$ cat src/include/sorcerer_defs.svh
`ifndef SORCERER_DEFS_SVH
`define SORCERER_DEFS_SVH

// --------------------
// Host bus map
// --------------------
`define VRAM_BASE       16'hF000    // Text screen, 64 codes per row
`define VRAM_AW         11
`define CHARGEN_BASE    16'hF800    // 256 glyphs, 8 rows each
`define CHARGEN_AW      11

`define KBD_PORT        8'hFE       // Row select out, columns in

// --------------------
// Raster counters
// --------------------
`define H_RELOAD_ACTIVE 9'd364      // Value after the last active pixel
`define V_RELOAD_NTSC   9'd491      // 21 blanking lines
`define V_RELOAD_PAL    9'd439      // 73 blanking lines
`define V_FIRST_ACTIVE  9'd16

// Display geometry
`define CHARS_PER_LINE  64
`define LINE_TICKS      404
`define LINES_NTSC      261
`define LINES_PAL       313

`endif

$ cat src/rtl/sorcerer_pkg.sv
package sorcerer_pkg;

    typedef logic [7:0]  byte_t;
    typedef logic [15:0] addr_t;       // Host bus address

    // Raster counters, bit 8 set during blanking
    typedef logic [8:0]  hcount_t;
    typedef logic [8:0]  vcount_t;

    // Keyboard
    typedef logic [3:0]  row_sel_t;
    typedef logic [4:0]  key_cols_t;   // Active low
    typedef logic [8:0]  scan_code_t;  // Extended flag in bit 8

endpackage

$ cat src/rtl/raster_timing.sv
`timescale 1ns/1ps
`include "sorcerer_defs.svh"

module raster_timing (
    input  logic                  clk12,
    input  logic                  reset,
    input  logic                  pal,
    output logic                  pix_en,
    output sorcerer_pkg::hcount_t hcount,
    output sorcerer_pkg::vcount_t vcount,
    output logic                  hsync,
    output logic                  vsync,
    output logic                  hblank,
    output logic                  vblank,
    output logic                  load_tick
);

    logic pal_q;      // Standard in use for the current frame
    logic hblank_q;

    wire line_end  = pix_en & (&hcount);
    wire frame_end = line_end & (&vcount);
    wire load      = pix_en & load_tick;

    // --------------------
    // Counters
    // --------------------
    always_ff @(posedge clk12) begin
        if (reset) begin
            pix_en <= 1'b0;
            hcount <= '0;
            vcount <= `V_FIRST_ACTIVE;
            pal_q  <= 1'b0;
        end else begin
            pix_en <= ~pix_en;  // 6 MHz pixel tick
            if (pix_en) begin
                if (&hcount[7:0])
                    hcount <= hcount[8] ? 9'd0 : `H_RELOAD_ACTIVE;
                else
                    hcount <= hcount + 9'd1;
            end
            if (line_end) begin
                if (&vcount[7:0])
                    vcount <= vcount[8] ? `V_FIRST_ACTIVE :
                              (pal_q ? `V_RELOAD_PAL : `V_RELOAD_NTSC);
                else
                    vcount <= vcount + 9'd1;
            end
            if (frame_end)
                pal_q <= pal;
        end
    end

    // --------------------
    // Sync and blanking
    // --------------------
    always_ff @(posedge clk12) begin
        if (reset) begin
            vsync    <= 1'b0;
            hblank_q <= 1'b1;   // Same as at the start of a line
            hblank   <= 1'b1;
        end else begin
            if (line_end)
                vsync <= vcount[8] & ~vcount[4] & vcount[3];  // Sync band
            if (!vcount[5])
                vsync <= 1'b0;
            // Two loads of delay to line up with the shifter
            if (load) begin
                hblank_q <= hcount[8];
                hblank   <= hblank_q;
            end
        end
    end

    assign hsync     = hcount[8] & hcount[5] & ~hcount[6];
    assign vblank    = vcount[8];
    assign load_tick = &hcount[1:0];  // One pixel tick in four

endmodule

$ cat config.mk
export PLATFORM = sky130hd
export DESIGN_NAME = raster_timing
export DESIGN_NICKNAME = d
export VERILOG_FILES = /design/src/rtl/sorcerer_pkg.sv /design/src/rtl/raster_timing.sv
export VERILOG_INCLUDE_DIRS = /design/src /design/src/include
export SDC_FILE = /design/constraint.sdc
export NUM_CORES = 1
export LEC_CHECK = 0
export BUFFER_PORTS_ARGS = -buffer_cell sky130_fd_sc_hd__buf_2
export CORE_MARGIN = 3
export CORE_UTILIZATION = 40
export CTS_CLUSTER_DIAMETER = 200
export DETAILED_ROUTE_END_ITERATION = 10
export SKIP_CTS_REPAIR_TIMING = 1
export SYNTH_ARGS = -nofsm -noshare
export SYNTH_HDL_FRONTEND = slang
export SYNTH_SLANG_ARGS = --single-unit
$ cat constraint.sdc
create_clock -name clk12 -period 2.56 [get_ports clk12]
set_input_delay 0.128 -clock clk12 [delete_from_list [all_inputs] [get_ports clk12]]
set_output_delay 0.128 -clock clk12 [all_outputs]
set_load 0.02 [all_outputs]
[Word-level counts from Yosys, hierarchy flattened]
Cells that the tools add are included.
Storage, ports and cells
  memories: 0
  bits in writable memories: 0
  bits in read-only memories: 0
  flip-flop bits (word level): 23
  logic and storage cells: 31
  output and inout port bits: 24
  input bits: 3
  bits in latches: 0
Operators by class
  div/mod/pow operators: 0
  reductions and logical operators: 6
  add/sub/neg operators: 2
  bitwise operators: 11
  $mul: 0
  shift-type cells: 0
  muxes and demuxes: 5
  magnitude comparators: 0
  equal/unequal tests: 0
Operators with widths (number)
  9-bit 2-to-1 mux: 4
  9-bit by 1-bit adder with 9-bit output (second input constant): 2
  9-bit AND reduction: 2
  8-bit AND reduction: 2
  1-bit AND: 7
  7-bit 2-to-1 mux: 1
  1-bit inverter: 4
  2-bit AND reduction: 1
  2-bit OR reduction: 1

[Logic depth before layout (Yosys ltp)]
  depth in word-level cells: 3
  depth in mapped cells: 8
  mapped depth without buffers: 7

[Least setup slack after synthesis]
No wires, ideal clock.
  path kind: reg2reg
  start: register hcount[0]
  end: register vcount[3]
  path buffers: 1
  period minus slack after synthesis: 2.092 ns
  cell stages (with the launch flop): 8
  slack: 0.468 ns
  library setup time: 0.117 ns
  required time: 2.443 ns
  arrival: 1.974 ns
  path through: dfxtp_1 > ha_1 > and4_1 > ha_1 > and2_1 > clkbuf_1 > o21ai_0 > a32o_1
Between the ends
  cells in the longest elaborated chain, start to end: 2
Ends and longest elaborated chain
  start: declaration: line raster_timing.sv:9  | output sorcerer_pkg::hcount_t hcount,
  start signal: assignment: line raster_timing.sv:38  | hcount <= hcount[8] ? 9'd0 : `H_RELOAD_ACTIVE;
  start signal: assignment: line raster_timing.sv:40  | hcount <= hcount + 9'd1;
  9-bit AND reduction: line raster_timing.sv:21  | wire line_end = pix_en & (&hcount);
  1-bit AND: line raster_timing.sv:21
  end signal: assignment: line raster_timing.sv:32  | vcount <= `V_FIRST_ACTIVE;
  end signal: assignment: line raster_timing.sv:44  | vcount <= vcount[8] ? `V_FIRST_ACTIVE :
  end signal: assignment: line raster_timing.sv:47  | vcount <= vcount + 9'd1;
  end: declaration: line raster_timing.sv:10  | output sorcerer_pkg::vcount_t vcount,
Every way passes these cells.
A chain may end at the register's enable or synchronous reset.

[Worst setup path in the final report]
  start: register hcount[3]
  end: register vcount[7]
The elaborated chain is that of the path after synthesis.

==> reports/metrics.csv <==
metric,value,unit
Top-Level Pins,27,
routed vias/inst,5.69,
worst hold path class,primary input to flop,
total power,562,uW
CP Launch Type,flop,
"commonest non-fill, non-tap cell in the layout",buf_2,
sequential fraction of the synthesis area,0.403,
first-pass detailed-route iteration total,4,
TritonCTS clock tree,done,
vias in the first global route,974,
Area growth syn-to-layout,14.7,%
ys async rst share,0,
Sink Count,23,
CP Capture Type,flop,
Min Hold Slack,60.9,ps
Post-Route Setup TNS,0,ps
count of final setup violators,0,
final WL,2550,um
highest clock rate,0.496,GHz
Slew Limit Headroom,0.674,
initial antenna violation count,0,
worst endpoint required time,2800,ps
Die Ht,59.4,um
GR Util All Layers,0.158,
prevailing post-synth register cell,dfxtp_1,
cell area after synthesis,1140,um2
met3 Track Usage GR,0.0283,
clk buf depth,2,
max cap viols,0,
maximum VDD drop,0.330,mV
Starting DRT DRC Count,37,
final net count,164,
first-pass GRT wire length,4330,um
status,"finished, final reports clean",
initial core utilization,0.441,
"flops & latches, synth",23,
period utilization,0.787,
largest net degree at the start of global routing,25,
crit-path max FO,8,
Die ar.,3530,um2
Final HPWL DP,1830,um
DR WL/cell,13.7,um
share of cells above drive strength 1,0.212,
RSZ-0062 raised after global routing,no,
root buffer selected by CTS,clkbuf_4,
"Slew Viols, Final",0,
CP arrival,2260,ps
GRT met1 Usage,0.192,
syn_area_per_cell,8.72,um2
area of the multi-input gates,637,um2
global placer's final weighted congestion,0.781,
"Distinct cells, synth",36,
floorplan die width,59.4,um
post-route ant nets,0,
"Clk Latency, worst-skew pair",300,ps
Hold Fails Final Rpt,0,
DR DRC count,0,
n_diodes,0,
"Clk pin slew, worst setup/hold paths",120,ps
H-tree depth,1,
gr ovfl total,0,
total power divided by cell area,429,nW/um2
Post-Syn Instances,131,
area post-placement,1280,um2
Worst Max-Slew Pin Slew,488,ps
via count,1058,
Setup Crit Path Kind,flop to flop,
GRT busiest layer,met2,
Filler cells,245,
Clock Skews,3.92,ps
cell area after layout,1310,um2
final core utilization,0.506,
Post-synth EDFFs,0,
"Min Clock Period, post-route",2010,ps
core area,2590,um2
Static Leak,0.000554,uW
# rows,18,
TritonCTS buffer count,3,
M2 GR Usage,0.276,
port buffer count,26,
Sequential Area,460,um2
most frequent cells in the layout,"buf_2 (26), dfxtp_1 (23), nand2_1 (11), nor2_1 (10), a21oi_1 (9)",
syn_nets,138,
synth warn,0,
## state kept, by name, indices dropped and copies added (netlist names)
register,flops
pal_q,1
pix_en,1
hblank,1
hcount,9
vsync,1
vcount,9
hblank_q,1
## layer usage
layer	vias up	wire length, um
li1	533	-
met1	492	1140
met2	29	1250
met3	4	137
met4	0	29
met5	-	0
## power breakdown
group	total, uW	switching (uW)	internal (uW)
logic	27.1	16.9	10.2
clock network	165	105	60.8
registers	370	7.41	362
## cells in the mapped netlist (3+ instances only)
cell / count / area (um2)
dfxtp_1: 23 / 460
nor3_1: 5 / 25.0
nand3_1: 7 / 35.0
nand4_1: 4 / 25.0
mux2i_1: 5 / 50.1
ha_1: 4 / 50.1
clkbuf_1: 3 / 11.3
nor2_1: 10 / 37.5
and4_1: 3 / 26.3
inv_1: 5 / 18.8
o21ai_0: 4 / 20.0
a21oi_1: 9 / 45.0
and3_1: 5 / 31.3
a211oi_1: 3 / 22.5
nand2_1: 11 / 41.3
## area by class of cell
class,instances,share of cell area
inverters,5,0.0143
multi-input cells,98,0.486
flip-flops and latches,23,0.351
clock buffers,4,0.0201
well taps,30,0.0287
repair buffers,26,0.0993
## worst max-delay path, stage by stage, from the launching register on
cell and delay (ps):
dfxtp_1 450, and4_1 260, and4_1 240, ha_1 180
and4_1 270, nand3_1 110, or3_1 330, a21oi_1 120
## metrics by stage
stage / cells / setup WS [ps]
5_1_grt: 186 / 386
3_5_place_dp: 182 / 611
2_1_floorplan: 131 / 468
4_1_cts: 186 / 562
6_report: 186 / 545
3_3_place_gp: 182 / 670
## cells by family after synthesis
| logic type | Yosys count | share of synthesized area |
|---|---|---|
| AND/OR/NAND/NOR | 57 | 0.273 |
| adder cells (fa/ha/maj) | 4 | 0.0438 |
| XOR/XNOR | 3 | 0.0230 |
| flip-flops | 23 | 0.403 |
| AO/OA/AOI/OAI | 29 | 0.174 |
| buffers and inverters | 10 | 0.0394 |
| multiplexers | 5 | 0.0438 |
## worst paths after layout
kind                                   to  startpoint  slack (ps)  depth (start not counted)
worst max-delay path            vcount[7]   hcount[3]         550                          7
worst min-delay path                pal_q         pal          60                          3
worst max register to register  vcount[7]   hcount[3]         550                          7
worst min register to register     hblank      hblank         470                          1
No activity file was read; power rests on OpenSTA's default activity.
