==> src/include/sorcerer_defs.svh <==
`ifndef SORCERER_DEFS_SVH
`define SORCERER_DEFS_SVH

// --------------------
// Host bus map
// --------------------
`define VRAM_BASE       16'hF000    // Text screen, 64 codes per row
`define VRAM_AW         11
`define CHARGEN_BASE    16'hF800    // 256 glyphs, 8 rows each
`define CHARGEN_AW      11

`define KBD_PORT        8'hFE       // Row select out, columns in

// --------------------
// Raster counters
// --------------------
`define H_RELOAD_ACTIVE 9'd364      // Value after the last active pixel
`define V_RELOAD_NTSC   9'd491      // 21 blanking lines
`define V_RELOAD_PAL    9'd439      // 73 blanking lines
`define V_FIRST_ACTIVE  9'd16

// Display geometry
`define CHARS_PER_LINE  64
`define LINE_TICKS      404
`define LINES_NTSC      261
`define LINES_PAL       313

`endif

==> src/rtl/sorcerer_pkg.sv <==
package sorcerer_pkg;

    typedef logic [7:0]  byte_t;
    typedef logic [15:0] addr_t;       // Host bus address

    // Raster counters, bit 8 set during blanking
    typedef logic [8:0]  hcount_t;
    typedef logic [8:0]  vcount_t;

    // Keyboard
    typedef logic [3:0]  row_sel_t;
    typedef logic [4:0]  key_cols_t;   // Active low
    typedef logic [8:0]  scan_code_t;  // Extended flag in bit 8

endpackage

==> src/rtl/key_matrix.sv <==
`timescale 1ns/1ps

module key_matrix (
    input  logic                     clk12,
    input  logic                     reset,
    input  logic                     key_strobe,
    input  logic                     key_pressed,
    input  sorcerer_pkg::scan_code_t key_code,
    input  sorcerer_pkg::row_sel_t   row_sel,
    output sorcerer_pkg::key_cols_t  row_cols,
    output logic                     upcase
);

    import sorcerer_pkg::*;

    key_cols_t matrix [16];
    logic      key_hit;
    logic [6:0] key_loc;   // {row, column}

    wire row_sel_t   key_row  = key_loc[6:3];
    wire logic [2:0] key_col  = key_loc[2:0];
    wire             lock_key = (key_code[7:0] == 8'h58);

    // --------------------
    // PS/2 code to matrix position
    // --------------------
    always_comb begin
        key_hit = 1'b1;
        key_loc = '0;
        casez (key_code)
            9'h171: key_loc = {4'd0, 3'd0};   // Del as STOP
            9'h011: key_loc = {4'd0, 3'd1};   // Left Alt as GRAPHICS
            9'h?14: key_loc = {4'd0, 3'd2};
            9'h?58: key_loc = {4'd0, 3'd3};   // Shift lock
            9'h?12: key_loc = {4'd0, 3'd4};
            9'h?59: key_loc = {4'd0, 3'd4};
            9'h16C: key_loc = {4'd1, 3'd0};   // Home as CLEAR
            9'h111: key_loc = {4'd1, 3'd1};   // Right Alt as REPEAT
            9'h?29: key_loc = {4'd1, 3'd2};
            9'h?0D: key_loc = {4'd1, 3'd3};   // Tab as SKIP
            9'h?76: key_loc = {4'd1, 3'd4};
            9'h?22: key_loc = {4'd2, 3'd0};
            9'h?1A: key_loc = {4'd2, 3'd1};
            9'h?1C: key_loc = {4'd2, 3'd2};
            9'h?15: key_loc = {4'd2, 3'd3};
            9'h?16: key_loc = {4'd2, 3'd4};
            9'h?21: key_loc = {4'd3, 3'd0};
            9'h?23: key_loc = {4'd3, 3'd1};
            9'h?1B: key_loc = {4'd3, 3'd2};
            9'h?1D: key_loc = {4'd3, 3'd3};
            9'h?1E: key_loc = {4'd3, 3'd4};
            9'h?2B: key_loc = {4'd4, 3'd0};
            9'h?2D: key_loc = {4'd4, 3'd1};
            9'h?24: key_loc = {4'd4, 3'd2};
            9'h?25: key_loc = {4'd4, 3'd3};
            9'h?26: key_loc = {4'd4, 3'd4};
            9'h?32: key_loc = {4'd5, 3'd0};
            9'h?2A: key_loc = {4'd5, 3'd1};
            9'h?34: key_loc = {4'd5, 3'd2};
            9'h?2C: key_loc = {4'd5, 3'd3};
            9'h?2E: key_loc = {4'd5, 3'd4};
            9'h?3A: key_loc = {4'd6, 3'd0};
            9'h?31: key_loc = {4'd6, 3'd1};
            9'h?33: key_loc = {4'd6, 3'd2};
            9'h?35: key_loc = {4'd6, 3'd3};
            9'h?36: key_loc = {4'd6, 3'd4};
            9'h?42: key_loc = {4'd7, 3'd0};
            9'h?43: key_loc = {4'd7, 3'd1};
            9'h?3B: key_loc = {4'd7, 3'd2};
            9'h?3C: key_loc = {4'd7, 3'd3};
            9'h?3D: key_loc = {4'd7, 3'd4};
            9'h?41: key_loc = {4'd8, 3'd0};
            9'h?4B: key_loc = {4'd8, 3'd1};
            9'h?44: key_loc = {4'd8, 3'd2};
            9'h?46: key_loc = {4'd8, 3'd3};
            9'h?3E: key_loc = {4'd8, 3'd4};
            9'h04A: key_loc = {4'd9, 3'd0};   // Slash, main block only
            9'h?49: key_loc = {4'd9, 3'd1};
            9'h?4C: key_loc = {4'd9, 3'd2};
            9'h?4D: key_loc = {4'd9, 3'd3};
            9'h?45: key_loc = {4'd9, 3'd4};
            9'h?5D: key_loc = {4'd10, 3'd0};
            9'h?52: key_loc = {4'd10, 3'd1};  // Quote as @
            9'h?5B: key_loc = {4'd10, 3'd2};
            9'h?54: key_loc = {4'd10, 3'd3};
            9'h?0E: key_loc = {4'd10, 3'd4};  // Backtick as colon
            9'h?66: key_loc = {4'd11, 3'd0};
            9'h?5A: key_loc = {4'd11, 3'd1};  // Both Enter keys
            9'h17D: key_loc = {4'd11, 3'd2};  // PgUp
            9'h?55: key_loc = {4'd11, 3'd3};
            9'h?4E: key_loc = {4'd11, 3'd4};
            // Keypad
            9'h079: key_loc = {4'd12, 3'd0};
            9'h07C: key_loc = {4'd12, 3'd1};
            9'h14A: key_loc = {4'd12, 3'd2};
            9'h07B: key_loc = {4'd12, 3'd3};
            9'h070: key_loc = {4'd13, 3'd0};
            9'h069: key_loc = {4'd13, 3'd1};
            9'h06B: key_loc = {4'd13, 3'd2};
            9'h075: key_loc = {4'd13, 3'd3};
            9'h06C: key_loc = {4'd13, 3'd4};
            9'h071: key_loc = {4'd14, 3'd0};
            9'h072: key_loc = {4'd14, 3'd1};
            9'h073: key_loc = {4'd14, 3'd2};
            9'h074: key_loc = {4'd14, 3'd3};
            9'h07D: key_loc = {4'd14, 3'd4};
            9'h07A: key_loc = {4'd15, 3'd4};
            default: key_hit = 1'b0;
        endcase
    end

    // --------------------
    // Matrix storage
    // --------------------
    always_ff @(posedge clk12) begin
        if (reset) begin
            for (int i = 0; i < 16; i++)
                matrix[i] <= '1;
        end else if (key_strobe && key_hit) begin
            if (lock_key) begin
                if (key_pressed)
                    matrix[0][3] <= ~matrix[0][3];  // Toggle, release ignored
            end else begin
                matrix[key_row][key_col] <= ~key_pressed;
            end
        end
    end

    assign row_cols = matrix[row_sel];
    assign upcase   = ~matrix[0][3];

endmodule

==> config.mk <==
export PLATFORM = sky130hd
export DESIGN_NAME = key_matrix
export DESIGN_NICKNAME = d
export VERILOG_FILES = /design/src/include/sorcerer_defs.svh /design/src/rtl/sorcerer_pkg.sv /design/src/rtl/key_matrix.sv
export SDC_FILE = /design/constraint.sdc
export NUM_CORES = 1
export LEC_CHECK = 0
export ABC_CLOCK_PERIOD_IN_PS = 2800
export CAP_MARGIN = 20
export CORE_AREA = 2 2 108 110
export DETAILED_ROUTE_END_ITERATION = 8
export DIE_AREA = 0 0 110 112
export DONT_BUFFER_PORTS = 1
export PLACE_DENSITY = 0.76
export SETUP_SLACK_MARGIN = 0.1
export SLEW_MARGIN = 20
export SYNTH_ARGS = -nofsm -noshare
export SYNTH_HDL_FRONTEND = slang
export SYNTH_SLANG_ARGS = --single-unit
==> constraint.sdc <==
create_clock -name clk12 -period 2.8 [get_ports clk12]
set_input_delay 0.14 -clock clk12 [delete_from_list [all_inputs] [get_ports clk12]]
set_output_delay 0.14 -clock clk12 [all_outputs]
set_load 0.05 [all_outputs]
# Word level (Yosys, flattened, before mapping)
# Memories as Yosys holds them, arrays and structs flattened.
# Index checks and enable logic that the tools add are counted.
# op_classes
n_addsub	0
multipliers	0
n_div	0
order_cmp	2
eq_ne	76
n_shift	0
muxes	19
bitwise_logic	3
reduce_logical	5
# op_table
cell	n
case mux 7 bit (74 select lines)	1
equality test 8 x 6 -> 1 bit (second input constant)	23
equality test 8 x 7 -> 1 bit (second input constant)	21
equality test 9 x 7 -> 1 bit (second input constant)	15
OR reduction 76 bit	1
equality test 8 x 5 -> 1 bit (second input constant)	9
equality test 9 bit (second input constant)	5
equality test 8 x 4 -> 1 bit (second input constant)	2
two-way mux 5 bit	3
two-way mux 1 bit	13
equality test 9 x 5 -> 1 bit (second input constant)	1
OR reduction 5 bit	1
< comparator 3 x 4 -> 1 bit (second input constant)	1
two-way mux 4 bit	1
demux 1 bit (select 3 bit)	1
greater-or-equal comparator 3 x 1 -> 1 bit (second input constant)	1
logical AND 1 bit	2
NOT 1 bit	2
OR reduction 2 bit	1
OR 1 bit	1
# totals
ff_bits	0
latchBits	0
ram_bits	80
rom_bits	0
input_bits	17
out_inout_bits	6
elab_cells	106
memories	1
# mem_list
name	words	width	read_ports	rd_ports_with_merged_regs	wr	line_no	source
matrix	16	5	2	0	16	key_matrix.sv:16	key_cols_t matrix [16];

# Logic depth before layout (Yosys ltp)
# logic_depth
depth_word	10
depth_mapped	13
depth_no_buf	7

# Least setup slack after synthesis
# OpenSTA, ideal clock, no wires.
# synth_path
path_kind	input to register
from	input key_code[2]
to	memory matrix[14][0] (netlist name) (enable)
arrival_ps	2606
t_required_ps	2509
setup_slack_ps	-97
path_stages	11
path_buffers	4
cell_sequence	buf_2 clkbuf_1 xnor2_1 nor4bb_1 a21o_1 or4b_1 or4_1 buf_6 buf_12 nor3b_4 a21o_1
# synth_rtl
element	line_no	source
from (decl)	key_matrix.sv:8	input sorcerer_pkg::scan_code_t key_code,
to (decl)	key_matrix.sv:16	

==> impl_metrics.toml <==
[outcome]
status = "complete, no violations"

[cells_and_area]
postLayoutCellArea_um2 = 7097
stdcell_count = 782
regMostFlops = "matrix"
fin_util_pct = 63.51
final_cell_mix = "edfxtp_1 (80), a21o_1 (65), buf_4 (55), nand3_1 (51), nand2_1 (45)"
drive_above_1_share_pct = 23.63
n_antenna_cell = 0
final_nets = 651
reg_top3 = "matrix (80)"
area_growth_pct = 10.03
largest_reg_flops = 80
final_common_cell = "edfxtp_1"
fillers = 865

[die]
chipHeight_um = 112
rows = 39
start_util_pct = 57.72
core_um2 = 11170
dieWidth_um = 110
ios = 23
die_area_um2 = 12320

[worst_setup_path]
crit_fanout = 38
r2r_cells = 2
r2r_slack_ps = 1560
critPathLaunch = "key_code[5]"
cp.arrival_ps = 2520
start_kind = "input pin"
criticalPathCategory = "in2reg"
cp-end-kind = "register"
cp.required_ps = 2870
r2r_start = "matrix[0][3]"
reg2reg_to = "matrix[0][3]"

[logic_synthesis]
synthArstFlopShare_pct = 0
netlist_instances = 638
yosysSeqAreaShare_pct = 37.25
ys_ff_latch = 80
synth_cell_type_count = 87
avgSynthCellArea_um2 = 10.11
yosysWarnings = 0
synth.cell_area_um2 = 6450
synth_edf_count = 80
synth_top_flop_cell = "edfxtp_1"

[clock_network]
cts_root_buffer = "clkbuf_16"
cts.sinks = 80
numCtsBuffers = 9
cts_buffer_depth = 2
htreeDepth = 3
cts_tree = "built"
clk_latency_ps = 340
post_cts_buffers = 0
clk_pin_slew_worst_paths_ps = 60

[place]
hpwl_um = 11900
place_inst = 761
place_area_um2 = 6741
io_buffers = 0
place.gp.congestion = 1.029

[timing]
relSlewSlack_pct = 56.62
finClkSkew_ps = 0
tightest_slew_ps = 644.7
hold_viol = 0
max_freq_ghz = 0.4067
fin_crit_ps = 2459
fin_crit_sh_pct = 87.81
setup_viol = 0
rsz0062_at_grt = "no"
drv_slew = 0

[routing]
antenna_left = 0
vias = 5565
drc = 0
post_drt_wl_per_cell_um = 23.43
wl_um = 18330
first_iter_violations = 859
viasPerCell = 7.116
drt_pre_antenna_iters = 5

[power_and_ir_drop]
max-vdd-ir-drop_v = 0.0004013
powerDensity_nw_per_um2 = 428.2
p_leak_uw = 0.002673

[hold_path]
min_to = "matrix[4][4]"
hold_depth = 1
hold_start = "reset"
hold_path.class = "in2reg"

[global_routing]
antenna_found_initial = 0
grt_overflow = 0
grt_max_degree = 57
grt_pass1_wl_um = 29060
grt_pass1_vias = 5223
track_usage_pct = 30.96

[flow_run]
cap_violations = 0
==> cells by family (layout without fill, tap and decap cells) <==
logic type	Yosys count	in the layout	share of synthesized area, %
other	1	5	0.05814
DFF	80	80	37.25
AOI/OAI and AO/OA	161	161	19.15
muxes	26	26	8.885
xor gates and xnor gates	9	9	1.222
and+or+nand+nor	267	267	25.97
buffers and inverters	94	91	7.469
==> synthesized netlist by cell type, types with 8 or more instances <==
cell / instances / share of area (%)
edfxtp_1: 80 / 37
a21o_1: 65 / 7.6
nand3_1: 51 / 4.0
clkbuf_1: 45 / 2.6
nand2_1: 45 / 2.6
mux4_2: 25 / 8.7
nor2_1: 24 / 1.4
buf_2: 20 / 1.6
nand2b_1: 15 / 1.5
a21oi_1: 12 / 0.93
nor2b_1: 12 / 1.2
nor3_1: 12 / 0.93
nor3b_1: 11 / 1.3
a31o_2: 10 / 1.4
inv_1: 10 / 0.58
or2_2: 10 / 0.97
o22ai_1: 9 / 0.87
buf_4: 8 / 0.93
nor4bb_1: 8 / 1.2
==> worst max-delay path, stage by stage <==
cell and delay, ps:
or4b_2 760, a2111oi_0 360, a211oi_1 140, nand4b_1 140, nor3_1 80, a2111oi_0 590
buf_4 210, or2_2 100
==> layout make-up <==
| cell class | instances | area [µm²] | share of cell area, % |
|---|---|---|---|
| repair buffers | 65 | 583.1 | 8.216 |
| inverters | 10 | 37.54 | 0.5289 |
| clock buffers | 9 | 225.2 | 3.173 |
| well taps | 143 | 178.9 | 2.521 |
| clock inverters | 7 | 58.81 | 0.8286 |
| multi-input cells | 468 | 3611 | 50.88 |
| flip-flops and latches | 80 | 2402 | 33.85 |
==> routing by layer <==
metal / global-route usage (%) / up-vias / wire, µm
met3: 7.845 / 34 / 2193
met5: 0 / - / 0
met1: 44.55 / 2713 / 7115
met4: 8.692 / 0 / 380
met2: 46.30 / 371 / 8637
li1: - / 2447 / -
==> repair_timing <==
action | CTS | global route
setup endpoints to repair | 0 | 8
hold buffers | 4 | 1
endpoints found under the hold margin | 89 | 2
resized for setup | 0 | 1
==> where the power goes <==
group / internal, µW / switching (µW) / leakage, µW
Clock: 616 / 514 / 0.000139
Combinational: 244 / 268 / 0.00173
Sequential: 1380 / 20.0 / 0.000802
Total: 2240 / 802 / 0.00267
==> through the flow <==
stage               power (µW)  hold WS, ps  setup slack (ps)  TNS [ps]
finish                    3039        6.461             341.3         0
global route              3127       -1.812             167.2         0
CTS                       3035       0.6621             278.5         0
detailed placement        1890        256.5            -117.1    -678.1
global placement          1879        256.7            -61.09    -61.09
floorplan                 1881        389.2             2.986         0
==> how the worst max path moves through the flow <==
| stage | to | slack (ps) |
|---|---|---|
| after floorplan | matrix[14][0] | 3 |
| after global placement | matrix[5][2] | -60 |
| after detailed placement | matrix[5][2] | -120 |
| after CTS | matrix[6][0] | 280 |
| after global routing | matrix[5][2] | 170 |
| final | matrix[5][2] | 340 |
(Power assumes the default switching activity.)
