[config.mk]
export PLATFORM = sky130hd
export DESIGN_NAME = host_port
export DESIGN_NICKNAME = d
export VERILOG_FILES = /design/src/rtl/sorcerer_pkg.sv /design/src/rtl/host_port.sv
export VERILOG_INCLUDE_DIRS = /design/src /design/src/include
export SDC_FILE = /design/constraint.sdc
export NUM_CORES = 1
export LEC_CHECK = 0
export BUFFER_PORTS_ARGS = -buffer_cell sky130_fd_sc_hd__buf_2
export CAP_MARGIN = 0
export CORE_MARGIN = 2
export CORE_UTILIZATION = 26
export DETAILED_ROUTE_END_ITERATION = 6
export GPL_TIMING_DRIVEN = 0
export MAX_ROUTING_LAYER = met4
export PLACE_DENSITY = 0.84
export SLEW_MARGIN = 25
export SYNTH_ARGS = -nofsm -noshare
export SYNTH_HDL_FRONTEND = slang
export SYNTH_SLANG_ARGS = --single-unit
[constraint.sdc]
create_clock -name clk12 -period 0.8 [get_ports clk12]
set_input_delay 0.16 -clock clk12 [delete_from_list [all_inputs] [get_ports clk12]]
set_output_delay 0.16 -clock clk12 [all_outputs]
set_load 0.005 [all_outputs]
[src/include/sorcerer_defs.svh]
`ifndef SORCERER_DEFS_SVH
`define SORCERER_DEFS_SVH

// --------------------
// Host bus map
// --------------------
`define VRAM_BASE       16'hF000    // Text screen, 64 codes per row
`define VRAM_AW         11
`define CHARGEN_BASE    16'hF800    // 256 glyphs, 8 rows each
`define CHARGEN_AW      11

`define KBD_PORT        8'hFE       // Row select out, columns in

// --------------------
// Raster counters
// --------------------
`define H_RELOAD_ACTIVE 9'd364      // Value after the last active pixel
`define V_RELOAD_NTSC   9'd491      // 21 blanking lines
`define V_RELOAD_PAL    9'd439      // 73 blanking lines
`define V_FIRST_ACTIVE  9'd16

// Display geometry
`define CHARS_PER_LINE  64
`define LINE_TICKS      404
`define LINES_NTSC      261
`define LINES_PAL       313

`endif

[src/rtl/sorcerer_pkg.sv]
package sorcerer_pkg;

    typedef logic [7:0]  byte_t;
    typedef logic [15:0] addr_t;       // Host bus address

    // Raster counters, bit 8 set during blanking
    typedef logic [8:0]  hcount_t;
    typedef logic [8:0]  vcount_t;

    // Keyboard
    typedef logic [3:0]  row_sel_t;
    typedef logic [4:0]  key_cols_t;   // Active low
    typedef logic [8:0]  scan_code_t;  // Extended flag in bit 8

endpackage

[src/rtl/host_port.sv]
`timescale 1ns/1ps
`include "sorcerer_defs.svh"

module host_port (
    input  logic                    clk12,
    input  logic                    reset,
    input  sorcerer_pkg::addr_t     bus_addr,
    input  sorcerer_pkg::byte_t     bus_wdata,
    input  logic                    bus_wr,
    input  logic                    bus_io,
    input  logic                    bus_rd,
    input  sorcerer_pkg::key_cols_t row_cols,
    input  logic                    vblank,
    output sorcerer_pkg::byte_t     bus_rdata,
    output sorcerer_pkg::row_sel_t  row_sel,
    output logic                    vram_wr,
    output logic                    chargen_wr,
    output logic [`VRAM_AW-1:0]     wr_offset,
    output sorcerer_pkg::byte_t     wr_data
);

    import sorcerer_pkg::*;

    byte_t port_q;  // Serial and baud bits kept in the top nibble

    wire mem_wr  = bus_wr & ~bus_io;
    wire kbd_sel = bus_io & (bus_addr[7:0] == `KBD_PORT);

    // --------------------
    // Memory windows
    // --------------------
    assign vram_wr    = mem_wr & ((bus_addr >> `VRAM_AW) == (`VRAM_BASE >> `VRAM_AW));
    assign chargen_wr = mem_wr &
                        ((bus_addr >> `CHARGEN_AW) == (`CHARGEN_BASE >> `CHARGEN_AW));
    assign wr_offset  = bus_addr[`VRAM_AW-1:0];
    assign wr_data    = bus_wdata;

    always_ff @(posedge clk12) begin
        if (reset)
            port_q <= '0;
        else if (kbd_sel && bus_wr)
            port_q <= bus_wdata;
    end

    assign row_sel   = port_q[3:0];
    assign bus_rdata = (kbd_sel && bus_rd) ? {2'b11, vblank, row_cols} : 8'hFF;

endmodule

After elaboration in Yosys (flattened, before gate mapping)
Index checks and enable logic that the tools add are counted.

Equality and inequality tests: 3. Reduce and logical (&&, ||, !) cells: 2. Bitwise logic cells: 5. Mux-type cells: 1.

Operators with widths (number): $eq 5x5->1 const B (2); $eq 8x8->1 const B (1); $mux 6 (1); $and 1x1->1 (4); $logic_and 1x1->1 (2); $not 1->1 (1).

Logic and storage cells: 12. Input bits: 35. Output and inout port bits: 33. Flip-flop bits (word level): 4.

Depth between registers and ports, before layout
Gate-level depths: netlist (run 1).

Word-level depth: 4. Mapped depth: 3. Mapped depth without buffers: 3.

Least setup slack after synthesis (run 1)
Ideal clock, no wire load.

Kind: input to output. Start point: input port bus_addr[0]. End point: output port bus_rdata[0]. Path slack: -0.014 ns. Data arrival time: 0.654 ns. Stages on the path: 3. Required time: 0.640 ns. Path buffers: 0. Path through: nand4b_1 nor3_4 nand2b_1.

Word-level cells in the longest chain between the ends: 4.

Ends and longest elaborated chain: from (decl) (RTL line host_port.sv:7) `input sorcerer_pkg::addr_t bus_addr,`; $eq 8x8->1 (no source line); $and 1x1->1 (RTL line host_port.sv:27) `` wire kbd_sel = bus_io & (bus_addr[7:0] == `KBD_PORT); ``; $logic_and 1x1->1 (RTL line host_port.sv:46) `assign bus_rdata = (kbd_sel && bus_rd) ? {2'b11, vblank, row_cols} : 8'hFF;`; $mux 6 (RTL line host_port.sv:46); to (decl) (RTL line host_port.sv:14) `output sorcerer_pkg::byte_t bus_rdata,`.

No other way between the ends.

Worst setup path after layout (run 1)
Start point: input port bus_addr[6]. End point: output port bus_rdata[0].

Same word-level chain as after synthesis.

==> out/results.tsv, run 1 <==
stage	metric	value	unit
status	outcome	complete, but fails checks	
status	violations	setup timing	
min_path	hold_class	in -> reg	
setup_path	r2r_cells	3	
setup_path	crit_buf_inv	2	
grt	grt_pass1_wl	2080	µm
setup_path	worstPathCellList	buf_2 -> nand4_4 -> nor3_4 -> nand2b_1 -> buf_2	
drt	totalWireLength	1480	µm
placed_design	gp_congestion	0.784	
layout	multi_input_area	236	µm²
floorplanning	die_x	46.3	µm
timing	timing.final.ws_setup	-0.290	ns
drt	dr.first_iter.drc_count	7	
logic_synthesis	synth_seq_cells	4	
logic_synthesis	yosys-top-cells-area	buf_4 34%, dfxtp_1 17%, nand2b_1 8.1%	
timing	skew	0	ns
drt	wire_per_inst	9.84	µm
clock_tree	insertion_delay	0.24	ns
setup_path	path_max_fanout	6	
timing	finalHoldViolCount	0	
floorplanning	die_height	46.3	µm
setup_path	cp_top_family	simple AND/OR/NAND/NOR gates	
clock_tree	htreeDepth	1	
clock_tree	cts_tree	yes	
setup_path	reg2reg_from	port_q[1]$_SDFFE_PP0P_	
grt	grt_max_degree	7	
layout	antennaDiodeCount	0	
layout	fillCellCount	169	
layout	drive_above_1_share	78.4	%
logic_synthesis	syn_area	465	µm²
logic_synthesis	synth_seq_area_share	17.2	%
logic_synthesis	netlist_instances	57	
drt	drcViolationCount	0	
power	powerDensity	796	nW/µm²
setup_path	slowest_stage	nor3_4	
grt	grt_overflow	0	
setup_path	cp-end-kind	output pin	
drt	firstDrtPassIters	4	
setup_path	timing.rr.end	port_q[1]$_SDFFE_PP0P_	
placed_design	placed_cells	141	
layout	regMostFlops	port_q	
clock_tree	cts_sinks	4	
clock_tree	cts_buffers	3	
layout	finish.utilization	54.4	%
layout	largest_reg_flops	4	
placed_design	place_hpwl	1210	µm
clock_tree	cts.path.max_buffers	2	
timing	final.period_utilization	136	%
power	vdd_drop_max	0.283	mV
setup_path	slowest_delay	0.29	ns
min_path	hold_path_end	port_q[3]$_SDFFE_PP0P_	
layout	nNetsFinal	162	
floorplanning	rows	15	
grt	antenna_found_initial	0	
layout	area_growth	99.5	%
layout	seqCellArea	85.1	µm²
timing	period_minus_slack	1.09	ns
timing	rsz0062_at_grt	true	
power	leakagePower	0.000485	µW
run	maxCapViolCount	0	
setup_path	r2r_slack	0.08	ns
timing	setup_viol	16	
logic_synthesis	synth_top_cell_by_area	buf_4	
floorplanning	initial_utilization	27.3	%
setup_path	cp_common_cell	buf_2	
drt	antenna_left	0	
clock_tree	cts.reportedPaths.clkPinSlew	0.04	ns
floorplanning	core_area	1710	µm²
layout	largest_registers	port_q x4	
logic_synthesis	synth.top_cell.area_share	33.9	%
drt	via_per_inst	4.31	
min_path	hold_start	reset	
timing	slew_viol_final	0	
layout	fin_cells	150	
min_path	hold_depth	2	
setup_path	worstPathArrival	0.93	ns
setup_path	cp_data_required_time	0.64	ns
floorplanning	io_pins	68	
timing	max_freq	0.917	GHz
grt	grt_use_total	13.6	%
placed_design	port_buffers	58	
setup_path	critPathKind	in -> out	
drt	vias	647	
logic_synthesis	yosysWarnings	0	
clock_tree	ctsRootBufferMaster	clkbuf_4	
grt	grt_pass1_vias	567	
logic_synthesis	synth.avg_cell_area	8.17	µm²
timing	final.setup.tns	-2.04	ns
setup_path	cp-start-kind	input pin	
floorplanning	dieArea	2140	µm²
logic_synthesis	synth_cell_type_count	16	
==> worst max-delay path by stage <==
| stage | slack [ns] | cells past startpoint | to | start |
|---|---|---|---|---|
| global route | -0.39 | 5 | bus_rdata[0] | bus_addr[0] |
| CTS | -0.32 | 5 | bus_rdata[0] | bus_addr[0] |
| global placement | -0.29 | 5 | bus_rdata[0] | bus_addr[0] |
| detailed placement | -0.35 | 5 | bus_rdata[0] | bus_addr[0] |
| finish | -0.29 | 5 | bus_rdata[0] | bus_addr[6] |
| floorplan | -0.01 | 3 | bus_rdata[0] | bus_addr[0] |
==> cell usage in the layout (no fill, tap or decap), drive strengths merged <==
cell    count
and4        1
conb        2
nor4        2
nand4b      2
buf        85
nand2b      6
and2        1
o31ai       4
clkbuf      3
a21oi       4
nor3        1
and4b       1
dfxtp       4
nand4       6
inv         2
nand2       1
==> what timing repair did <==
action,4_1_cts,5_1_grt
buffers inserted,5,2
pin swaps,3,4
setup endpoints to repair,12,16
hold buffers,0,0
gates resized for setup,14,2
==> per-layer routing <==
layer | share of wire, % | GRT usage [%]
met5 | 0 | -
met3 | 9.1 | 0.392
met2 | 57 | 27.5
met1 | 33 | 13.3
met4 | 1.2 | 5.14
==> area by class of cell <==
class,count,share of cell area (%)
repair buffers,64,41.8
flip-flops and latches,4,9.16
inverters,2,0.809
clock buffers,3,2.43
plain buffers,21,17.0
well taps,25,3.37
multi-input cells,31,25.5
==> power breakdown <==
group,internal (µW),switching [µW]
registers,201,0.0631
clock network,168,85.9
logic,184,100
==> kinds of logic (layout without fill, tap and decap cells) <==
family | Yosys count | after routing | synth area share (%)
buffers and inverters | 23 | 90 | 35.5
and+or+nand+nor | 21 | 21 | 35.8
AOI/OAI and AO/OA | 8 | 8 | 10.8
DFF | 4 | 4 | 17.2
other | 1 | 2 | 0.806
==> synth_stat cells <==
| cell | number |
|---|---|
| nand4_1 | 5 |
| a21oi_1 | 4 |
| conb_1 | 1 |
| o31ai_1 | 4 |
| nand2b_1 | 6 |
| buf_4 | 21 |
| nand2_1 | 1 |
| dfxtp_1 | 4 |
| nor3_4 | 1 |
| and2_2 | 1 |
| nand4b_1 | 2 |
| nand4_4 | 1 |
| nor4_1 | 2 |
| and4b_1 | 1 |
| inv_1 | 2 |
| and4_1 | 1 |
==> through the flow <==
stage / power, µW / hold slack (ns) / worst slack, ns / area [µm²]
global placement: 450 / 0.364 / -0.294 / 791
CTS: 740 / 0.115 / -0.323 / 908
detailed placement: 457 / 0.369 / -0.346 / 791
floorplan: 320 / 0.229 / -0.0139 / 469
finish: 739 / 0.118 / -0.290 / 928
global route: 770 / 0.132 / -0.385 / 928
Note: power is estimated with default switching activity, not from simulation.
==> inputs of run 2 (changes only) <==
PLACE_DENSITY = 0.75   (was 0.84)
==> run 2 against run 1 <==
  * The flow still finishes with violations (setup timing)
  * Critical path depth stayed put
  * Clock-buffer cell count did not move
  * Clock power increased by 4%
  * Sequential power about the same
  * Critical path type unchanged
  * Largest cell class unchanged
  * Highest routed layer unchanged
==> out/results.tsv, run 2 (synthesis results as in run 1) <==
stage	metric	value	unit	change
timing	max_freq	0.942	GHz	+2.6%
setup_path	critPathKind	in -> out		
power	intPower	553	µW	about the same
grt	grt_use_total	14.7	%	+1.1 points
power	sequentialPowerShare	26.7	%	-0.4 points
setup_path	worstPathArrival	0.90	ns	-0.03 ns
drt	via_per_inst	4.29		-0.46%
power	leakagePower	0.000483	µW	-0.33%
layout	largest_reg_flops	4		unchanged
timing	finalHoldViolCount	0		unchanged
power	swShare	26.2	%	+1.0 points
timing	hold_slack	0.115	ns	-0.00279 ns
timing	final.period_utilization	133	%	-3.5 points
grt	antenna_found_initial	0		unchanged
floorplanning	die_height	46.3	µm	unchanged
setup_path	cp-start-kind	input pin		
layout	layout_commonest_cell	buf_2		
clock_tree	htreeDepth	1		unchanged
power	p_switching	196	µW	+5.6%
layout	fillCellCount	174		+3.0%
grt	grt_pass1_wl	2170	µm	+4.3%
setup_path	crit_buf_inv	2		unchanged
timing	skew	0	ns	unchanged
layout	drive_above_1_share	80.0	%	+1.6 points
power	powerDensity	807	nW/µm²	+1.4%
layout	largest_registers	port_q x4		
drt	wire_per_inst	9.69	µm	-1.6%
clock_tree	cts_hold_buffers	0		unchanged
status	outcome	complete, but fails checks		
setup_path	worstPathCellList	buf_6 -> nand4b_1 -> nor3_4 -> nand2b_1 -> buf_2		
layout	regMostFlops	port_q		
layout	final_area	928	µm²	unchanged
layout	area_growth	99.5	%	unchanged
clock_tree	cts_sinks	4		unchanged
timing	rsz0062_at_grt	true		
grt	grt_pass1_vias	572		+0.88%
clock_tree	insertion_delay	0.24	ns	about the same
placed_design	place_hpwl	1210	µm	-0.13%
drt	antenna_left	0		unchanged
setup_path	cp_data_required_time	0.64	ns	about the same
power	power_frac_comb	38.0	%	-0.5 points
timing	period_minus_slack	1.06	ns	-0.0281 ns
clock_tree	cts.path.max_buffers	2		unchanged
grt	grt_overflow	0		unchanged
power	vdd_drop_max	0.307	mV	+8.5%
placed_design	port_buffers	58		unchanged
clock_tree	cts_buffers	3		unchanged
setup_path	slowest_delay	0.23	ns	-0.06 ns
layout	seqCellArea	85.1	µm²	unchanged
power	p_clk_share	35.2	%	+0.9 points
setup_path	cp-end-kind	output pin		
clock_tree	cts.reportedPaths.clkPinSlew	0.04	ns	about the same
drt	totalWireLength	1450	µm	-1.6%
layout	nNetsFinal	162		unchanged
layout	fin_cells	150		unchanged
drt	drcViolationCount	0		unchanged
setup_path	cp_top_family	simple AND/OR/NAND/NOR gates		
layout	antennaDiodeCount	0		unchanged
run	maxCapViolCount	0		unchanged
clock_tree	ctsRootBufferMaster	clkbuf_4		
layout	final_cell_mix	50 x buf_2, 27 x buf_4, 8 x buf_6, 6 x nand2b_1, 5 x nand4_1		
power	total_power	749	µW	+1.4%
drt	firstDrtPassIters	2		-2
floorplanning	dieArea	2140	µm²	unchanged
floorplanning	die_x	46.3	µm	unchanged
placed_design	dpl_cell_area	791	µm²	unchanged
drt	dr.first_iter.drc_count	2		-5
drt	vias	644		-0.46%
layout	finish.utilization	54.4	%	unchanged
status	violations	setup timing		
floorplanning	initial_utilization	27.3	%	unchanged
floorplanning	core_area	1710	µm²	unchanged
layout	multi_input_area	239	µm²	+1.1%
floorplanning	rows	15		unchanged
min_path	hold_class	in -> reg		
clock_tree	cts_tree	yes		
placed_design	placed_cells	141		unchanged
timing	setup_viol	16		unchanged
timing	timing.final.ws_setup	-0.262	ns	+0.0281 ns
floorplanning	io_pins	68		unchanged
grt	grt_max_degree	7		unchanged
setup_path	path_max_fanout	6		unchanged
timing	slew_viol_final	0		unchanged
setup_path	slowest_stage	nor3_4		
placed_design	gp_congestion	0.724		-7.6%
run 2: worst paths after layout:
kind / from / to / slack [ns] / depth (start not counted)
min reg2reg: port_q[1]$_SDFFE_PP0P_ / port_q[1]$_SDFFE_PP0P_ / 0.58 / 3
max reg2reg: port_q[0]$_SDFFE_PP0P_ / port_q[0]$_SDFFE_PP0P_ / 0.10 / 3
max: bus_addr[0] / bus_rdata[3] / -0.26 / 5
min: reset / port_q[0]$_SDFFE_PP0P_ / 0.11 / 2
run 2: routing by layer:
layer / global-route usage (%) / wire length (µm) / part of all wire (%)
met5: - / 0 / 0
met2: 26.9 / 809 / 56
met4: 8.57 / 17 / 1.2
met1: 14.2 / 510 / 35
met3: 2.35 / 115 / 7.9
run 2: area by class of cell:
cell class | count | area share [%]
timing repair buffer | 64 | 41.5
sequential | 4 | 9.16
clock buffer | 3 | 2.43
buffer | 21 | 17.0
tap | 25 | 3.37
inverter | 2 | 0.809
multi-input combinational | 31 | 25.7
run 2: power by group through the flow:
stage          Sequential [µW]  Clock [µW]  Combinational [µW]
3_3_place_gp               204           0                 248
5_1_grt                    200         268                 314
6_report                   200         264                 285
2_1_floorplan              204           0                 116
4_1_cts                    200         275                 285
3_5_place_dp               204           0                 253
run 2: per-stage QoR:
stage	worst slack [ns]	setup TNS, ns
2_1_floorplan	-0.0139	-0.0834
3_3_place_gp	-0.297	-2.56
3_5_place_dp	-0.303	-2.68
4_1_cts	-0.281	-1.95
5_1_grt	-0.365	-2.95
6_report	-0.262	-1.79
run 2: repair_timing:
| item | CTS | global route |
|---|---|---|
| pin swaps | 4 | 2 |
| buffers inserted | 6 | 1 |
| endpoints found under the setup margin | 12 | 16 |
| gates resized for setup | 15 | 2 |
